[config.mk]
export PLATFORM = sky130hd
export DESIGN_NAME = busArbiter_flat
export DESIGN_NICKNAME = d
export VERILOG_FILES = /design/src/cpuPkg.sv /design/src/busPkg.sv /design/src/busIf.sv /design/src/busArbiter.sv /design/src/flat_wrapper.sv
export SDC_FILE = /design/constraint.sdc
export NUM_CORES = 1
export LEC_CHECK = 0
export BUFFER_PORTS_ARGS = -buffer_cell sky130_fd_sc_hd__buf_2
export CORE_AREA = 2 2 318 320
export DETAILED_ROUTE_END_ITERATION = 8
export DIE_AREA = 0 0 320 322
export GPL_TIMING_DRIVEN = 0
export PLACE_DENSITY = 0.32
export RECOVER_POWER = 25
export SETUP_SLACK_MARGIN = 0.15
export SLEW_MARGIN = 20
export SYNTH_ARGS = -nofsm -noshare
export SYNTH_HDL_FRONTEND = slang
export SYNTH_SLANG_ARGS = --single-unit
[constraint.sdc]
create_clock -name vclk -period 5.8
set_input_delay 0.58 -clock vclk [all_inputs]
set_output_delay 0.58 -clock vclk [all_outputs]
set_load 0.03 [all_outputs]
[src/cpuPkg.sv]
package cpuPkg;

  localparam int wordWidth = 32;
  localparam int numRegs = 16;
  localparam int regFieldWidth = $clog2(numRegs);

  // Register fields in the IR.
  localparam int raLsb = 23;
  localparam int rbLsb = 19;
  localparam int rcLsb = 15;

  typedef enum logic [4:0] {
    opAdd,
    opSub,
    opAnd,
    opOr,
    opShr,
    opShra,
    opShl,
    opRor,
    opRol,
    opMul,
    opDiv,
    opNeg,
    opNot
  } aluOp_e;

endpackage

[src/busPkg.sv]
package busPkg;

  // General registers first, then eight special sources.
  localparam int numSources = cpuPkg::numRegs + 8;
  localparam int srcSelWidth = $clog2(numSources);

  // IR bits that form the sign-extended constant.
  localparam int constWidth = 19;

  // Listed in priority order, lowest value wins.
  typedef enum logic [srcSelWidth-1:0] {
    srcR0, srcR1, srcR2, srcR3,
    srcR4, srcR5, srcR6, srcR7,
    srcR8, srcR9, srcR10, srcR11,
    srcR12, srcR13, srcR14, srcR15,
    srcHi,
    srcLo,
    srcZHigh,
    srcZLow,
    srcPc,
    srcMdr,
    srcInPort,
    srcConst
  } busSrc_e;

endpackage

[src/busIf.sv]
interface busIf;

  logic [busPkg::numSources-1:0] outReq;  // One out strobe per source.
  logic [cpuPkg::wordWidth-1:0] srcData [busPkg::numSources];
  logic [cpuPkg::wordWidth-1:0] busData;
  logic busValid;

  modport arbiter (
    input outReq,
    input srcData,
    output busData,
    output busValid
  );

  modport peer (
    output outReq,
    output srcData,
    input busData
  );

  modport sink (input busData, input busValid);

endinterface

[src/busArbiter.sv]
module busArbiter (
  input logic clock,
  input logic arstN,
  busIf.arbiter bus
);

  busPkg::busSrc_e winner;

  always_comb begin
    winner = busPkg::srcR0;
    // Scan down so the lowest active source is the last one kept.
    for (int i = busPkg::numSources - 1; i >= 0; i--) begin
      if (bus.outReq[i]) begin
        winner = busPkg::busSrc_e'(i);
      end
    end
  end

  assign bus.busValid = |bus.outReq;
  assign bus.busData = bus.busValid ? bus.srcData[winner] : '0;  // Idle bus reads zero.

  // The control sequence gives the bus to one peer per cycle.
  singleDriver: assert property (
    @(posedge clock) disable iff (!arstN)
      $onehot0(bus.outReq)
  ) else $error("Bus driven by more than one source, outReq %b.", bus.outReq);

endmodule

[src/flat_wrapper.sv]
// flat-port wrapper written by rule: the top's interface ports become plain ports
module busArbiter_flat 
  (clock, arstN, bus_outReq, bus_srcData, bus_busData, bus_busValid);
  busIf bus_i ();
  input logic clock;
  input logic arstN;
  input wire logic [$bits(bus_i.outReq)-1:0] bus_outReq;
  input wire logic [$bits(bus_i.srcData)-1:0] bus_srcData;
  output wire logic [$bits(bus_i.busData)-1:0] bus_busData;
  output wire logic [$bits(bus_i.busValid)-1:0] bus_busValid;
  assign bus_i.outReq = bus_outReq;
  assign bus_i.srcData = {>>{bus_srcData}};
  assign bus_busData = bus_i.busData;
  assign bus_busValid = bus_i.busValid;
  busArbiter u_core (.clock(clock), .arstN(arstN), .bus(bus_i));
endmodule
==> flow_summary.rst, run 1 <==
.. list-table::
   :header-rows: 1

   * - Metric
     - Value
   * - Leakage dissipation
     - 6.16 nW
   * - Max stage delay cell, worst path
     - a31oi_1
   * - Cells taking the most area after synthesis
     - nand2_1, mux2i_1, mux4_2
   * - Post-layout nets
     - approximately 2800
   * - Violation count after the first detailed-routing iteration
     - 1029
   * - Slew at the pin closest to its max-slew limit
     - about 1100 ps
   * - Number of global-route vias before repair
     - 14000
   * - Area overhead of the layout relative to synthesis
     - 79.6%
   * - Library cell with the highest instance count after synthesis
     - nand2_1
   * - Clock group share of total power
     - 0
   * - Post-route worst hold slack
     - 1700 ps
   * - Number of I/O port buffers
     - ~820
   * - Sw Share
     - 0.619
   * - Area of all placed cells without fillers
     - ~13000 µm²
   * - Final Hold Fails
     - 0
   * - Std-Cell Rows
     - 116
   * - Max capacitance violation total
     - 0
   * - Sum Neg Setup Slack
     - 0 ps
   * - Number of antenna violations at the first check in global routing
     - 36
   * - Avg Cell Area, Syn
     - 6.47 µm²
   * - Post-synthesis cell type with the largest combined area
     - nand2_1
   * - Pin count of the biggest net entering global routing
     - 11
   * - DR vias
     - 13600
   * - Synth Instances
     - roughly 1100
   * - Worst-path cell chain
     - clkbuf_1, nor2_1, o31a_1, clkbuf_1, nand2_1, nor2_1, buf_12, clkbuf_1, nand3_1, a31oi_1, nor3_1, buf_2
   * - Sequential standard cell area
     - 0 µm²
   * - Fraction of power consumed by sequential logic
     - 0
   * - Crit path capture type
     - output port
   * - Number of detailed-route iterations in the first pass
     - 5
   * - Critical Path Max Stage Delay
     - between 700 and 800 ps
   * - Share of cell area taken by muxes after synthesis
     - 0.183
   * - Worst slew slack as a fraction of its limit
     - 0.234
   * - Global route overflow
     - 0
   * - Overall global routing resource usage
     - 0.185
   * - Area of the die
     - 103000 µm²
   * - Count of synthesis-stage warnings from yosys
     - 0
   * - Synth Area in Compound Gates
     - 0.397
   * - Initial Utilization
     - 0.0739
   * - List of most frequent post-synthesis cells
     - nand2_1, a21oi_1, mux2i_1
   * - Post-Syn Nets
     - just under 2000
   * - Synth top area share
     - 0.154
   * - Average via count per standard cell
     - ~4.2
   * - CP top delay family
     - buffers and inverters
   * - Net switching power
     - ~0.69 mW
   * - WP buf/inv
     - 5
   * - Xor/xnor share of the synthesized area
     - 0
   * - Maximum net fanout on the critical path
     - 10
   * - Post-synthesis sequential area ratio
     - 0
   * - Status
     - finished, final reports clean
   * - Post-Route WL
     - slightly above 100 mm
   * - Achievable Freq
     - 183 MHz
   * - Internal portion of total power
     - around 0.43 mW
   * - Setup crit start kind
     - input port
   * - Die Y-Extent
     - 322 µm
   * - Hold-fix buffer count after cts
     - 0
   * - Area of the core
     - 99600 µm²
   * - Fill cell total of the finished layout
     - 11900
   * - Final worst path period share
     - 0.944
   * - Per-cell routed wire length
     - between 30 and 40 µm
   * - Total power per unit cell area
     - 84.5 nW/µm²
   * - Worst ir drop on vdd
     - ~0.024 mV
   * - Layout clock buffer count
     - 0
   * - Number of library cell types mapped by synthesis
     - 58
   * - Summed instance area of the synthesized netlist
     - 7360 µm²
   * - Fraction of final layout cells with drive strength greater than 1
     - 0.502
   * - Post-Route Utilization
     - 0.133
   * - Adder-Cell Fraction of Synth Area
     - 0
   * - Min Clock Period, post-route
     - 5480 ps
   * - Max-slew violation total from the final report
     - 0
   * - Largest family of logic cells by synthesized area
     - compound AO/OA/AOI/OAI gates
   * - Drt drc
     - 0
   * - Antenna Nets Post-Route
     - 0
   * - Final setup vio count
     - 0
   * - Unrepaired setup endpoints after global routing
     - false
   * - Path category of the worst min-delay check
     - input port to output port
   * - I/O pin total
     - 827
   * - Total placed instance area
     - approximately 13000 µm²
   * - Arrival time worst endpoint
     - approximately 5000 ps
   * - Design Power
     - 1.12 mW
   * - Sum of net half-perimeters after detailed placement
     - 89.2 mm
   * - Worst endpoint required time
     - between 5000 and 6000 ps
   * - Combinational fraction of design power
     - 1.000
   * - Count of sequential standard cells
     - 0
   * - Simple-gate portion of the synthesized area
     - 0.331
   * - Category of the most critical setup path
     - input port to output port
   * - Floorplan die width
     - ~320 µm
   * - Most Frequent Cell on Critical Path
     - clkbuf_1
   * - Global-route wire length before repair
     - 128 mm
   * - Gpl congestion
     - 0.879
[path summary, 6_finish.rpt]
kind / from / cells after the start / to
worst min-delay path: bus_srcData[479] / 6 / bus_busData[31]
worst max-delay path: bus_outReq[0] / 12 / bus_busData[13]
[power groups by stage]
stage,clock [mW],combinational [mW],sequential (mW)
finish,0.000000139,1.12,0
global route,0.0000000925,1.20,0
CTS,0,1.14,0
detailed placement,0,1.13,0
global placement,0,1.13,0
floorplan,0,0.473,0
[layout by cell type, fill, tap and decap left out, types with 4 or more instances in the layout]
master / netlist / layout
mux4_2: 27 / 27
buf_2: 32 / 850
a31oi_1: 29 / 25
and3_1: 59 / 59
nand3_1: 53 / 53
clkbuf_2: 1 / 8
a31oi_2: 0 / 4
buf_4: 13 / 15
a211oi_1: 65 / 65
o22ai_1: 36 / 36
clkbuf_1: 65 / 63
diode_2: 0 / 6
inv_1: 4 / 4
buf_1: 5 / 5
mux2i_1: 74 / 74
nand2_1: 302 / 302
a221o_1: 27 / 27
buf_6: 7 / 9
o221a_1: 8 / 8
nor2_1: 24 / 25
o22a_1: 5 / 5
nor3_1: 37 / 37
nor4_1: 31 / 29
o221a_2: 47 / 47
o2111ai_1: 5 / 5
o221ai_1: 33 / 33
a21oi_1: 91 / 91
a221oi_1: 9 / 9
o21ai_0: 5 / 5
[stage by stage]
stage	instances	worst slack (ps)
3_3_place_gp	3258	-413
2_1_floorplan	1137	2120
3_5_place_dp	3261	-432
5_1_grt	3267	94.4
4_1_cts	3263	407
6_report	3269	323
[per-layer routing]
metal	global-route usage	part of all wire	routed length (µm)	vias up
met5	0	0.0014	140	-
met4	0.0238	0.012	1270	24
met3	0.0282	0.061	6260	63
met2	0.330	0.49	50100	721
met1	0.240	0.43	44200	6632
li1	-	-	-	6143
[timing repair]
action                                  CTS  global route
resized for setup                         4             0
buffers inserted                          2             0
endpoints found under the setup margin   19             0
[cell families after synthesis]
| logic type | after synthesis |
|---|---|
| muxes | 101 |
| buffers and inverters | 129 |
| AOI/OAI and AO/OA | 379 |
| and+or+nand+nor | 528 |
[final cells by class]
cell class | instances | area, µm² | area share
inverter | 4 | 15.0 | 0.00114
timing repair buffer | 828 | 4170 | 0.316
antenna | 6 | 15.0 | 0.00114
tap | 1298 | 1620 | 0.123
buffer | 125 | 642 | 0.0486
multi-input combinational | 1008 | 6750 | 0.511
(Power assumes the default switching activity.)
==> inputs of run 2 (changes only) <==
--- a/config.mk
+++ b/config.mk
@@ -10,8 +10,10 @@
 export DETAILED_ROUTE_END_ITERATION = 8
 export DIE_AREA = 0 0 320 322
 export GPL_TIMING_DRIVEN = 0
+export MAX_ROUTING_LAYER = met4
 export PLACE_DENSITY = 0.32
 export RECOVER_POWER = 25
+export REMOVE_ABC_BUFFERS = 1
 export SETUP_SLACK_MARGIN = 0.15
 export SLEW_MARGIN = 20
 export SYNTH_ARGS = -nofsm -noshare
==> run 2 against run 1 <==
Against the previous run: via count is 2.9% lower; flip-flop and latch count stayed put; routed wire length is 19% lower; fmax is 0.84% higher; clock-buffer cell count stayed put; sequential share of layout area stayed put; largest cell class unchanged; die area stayed put; design area is 5.3% higher; worst setup slack better by 46 ps.
==> flow_summary.rst, run 2 (synthesis results as in run 1) <==
.. list-table::
   :header-rows: 1

   * - Metric
     - Value
   * - Arrival time worst endpoint
     - about 4900 ps
   * - Layout clock buffer count
     - 0
   * - Post-Route Utilization
     - 0.140
   * - Floorplan die width
     - between 300 and 400 µm
   * - Count of sequential standard cells
     - 0
   * - Worst slew slack as a fraction of its limit
     - 0.191
   * - Hold-fix buffer count after cts
     - 0
   * - Std-Cell Rows
     - 116
   * - Category of the most critical setup path
     - input port to output port
   * - Final Hold Fails
     - 0
   * - Achievable Freq
     - ~180 MHz
   * - Min Clock Period, post-route
     - 5430 ps
   * - Post-Route WL
     - just over 80 mm
   * - Die Y-Extent
     - 322 µm
   * - Critical path capture point
     - bus_busData[25]
   * - Sum of net half-perimeters after detailed placement
     - roughly 70 mm
   * - Area of the core
     - 99600 µm²
   * - Max capacitance violation total
     - 0
   * - Average via count per standard cell
     - a little over 4
   * - Overall global routing resource usage
     - 0.153
   * - Number of antenna violations at the first check in global routing
     - 33
   * - Most frequent cells in the layout
     - buf_2, nand2_1, a21oi_1
   * - Post-route worst hold slack
     - between 1500 and 2000 ps
   * - Final setup vio count
     - 0
   * - Maximum net fanout on the critical path
     - 27
   * - Fraction of final layout cells with drive strength greater than 1
     - 0.522
   * - Sequential standard cell area
     - 0 µm²
   * - Area overhead of the layout relative to synthesis
     - 89.2%
   * - Worst endpoint required time
     - 5220 ps
   * - Drt drc
     - 0
   * - Number of detailed-route iterations in the first pass
     - 5
   * - Global route overflow
     - 0
   * - Max-slew violation total from the final report
     - 0
   * - Gpl congestion
     - between 0.8 and 0.9
   * - Unrepaired setup endpoints after global routing
     - false
   * - Most common cell after layout, fill and taps aside
     - buf_2
   * - Area of the die
     - ~100000 µm²
   * - Antenna Nets Post-Route
     - 0
   * - Pin count of the biggest net entering global routing
     - 57
   * - Per-cell routed wire length
     - 25.6 µm
   * - Status
     - finished, final reports clean
   * - Path category of the worst min-delay check
     - input port to output port
   * - I/O pin total
     - about 830
   * - DR vias
     - about 13000
   * - Worst Setup Slack post-DPL
     - -171 ps
   * - Fill cell total of the finished layout
     - 11700
   * - Setup crit start
     - bus_outReq[21]
   * - Global-route wire length before repair
     - around 110 mm
   * - Crit path capture type
     - output port
   * - Slew at the pin closest to its max-slew limit
     - approximately 1200 ps
   * - Number of I/O port buffers
     - between 800 and 900
   * - Violation count after the first detailed-routing iteration
     - approximately 1000
   * - Post-layout nets
     - between 2000 and 3000
   * - Initial Utilization
     - 0.0739
   * - Multi-input gate area in the final layout
     - between 6000 and 7000 µm²
   * - Number of global-route vias before repair
     - 13400
   * - Worst-case setup margin in the final layout
     - ~370 ps
   * - Setup crit start kind
     - input port
   * - Final worst path period share
     - 0.936
run 2: changes by cell type in the layout (fill, tap and decap cells not counted), sizes merged:
cell	delta
buf	-4
clkbuf	-69
diode	+13
nand3	+1
run 2: worst min path at each step:
stage                                 from         endpoint  depth (start not counted)
after floorplan             bus_outReq[17]     bus_busValid                          2
after global routing      bus_srcData[446]  bus_busData[30]                          6
after detailed placement    bus_outReq[19]     bus_busValid                          4
after CTS                   bus_outReq[19]     bus_busValid                          4
final                     bus_srcData[435]  bus_busData[19]                          6
after global placement      bus_outReq[19]     bus_busValid                          4
run 2: layout make-up:
type | count | area share
antenna | 19 | 0.00342
inverter | 4 | 0.00108
multi-input combinational | 1009 | 0.494
tap | 1298 | 0.117
timing repair buffer | 880 | 0.385
run 2: repair_timing:
action / CTS / global route
setup endpoints to repair: 12 / 1
pin swaps: 1 / 0
cloned: 1 / 0
setup buffers: 4 / 0
resized for setup: 2 / 2
hold endpoints to repair: 0 / 0
run 2: critical path, cell delays in order:
cell and delay (ps):
buf_2 120, or4_4 540, nor4_2 450, a21o_1 630
nand2_4 560, o221a_2 530, nor4_1 1040, nor3_1 90
buf_2 240
run 2: through the flow:
step                      TNS (ps)  area [µm²]  instances
after floorplan            -179530        6720       1012
after global placement     -664680       12500       3135
after detailed placement      -527       13800       3186
after CTS                        0       13900       3191
after global routing             0       13900       3210
final                            0       13900       3210
run 2: metal layers:
metal | track usage | wire length, µm | vias up
li1 | - | - | 6037
met1 | 0.186 | 35300 | 6329
met2 | 0.255 | 39000 | 713
met3 | 0.0352 | 5410 | 113
met4 | 0.0384 | 2520 | 0
met5 | - | 0 | -
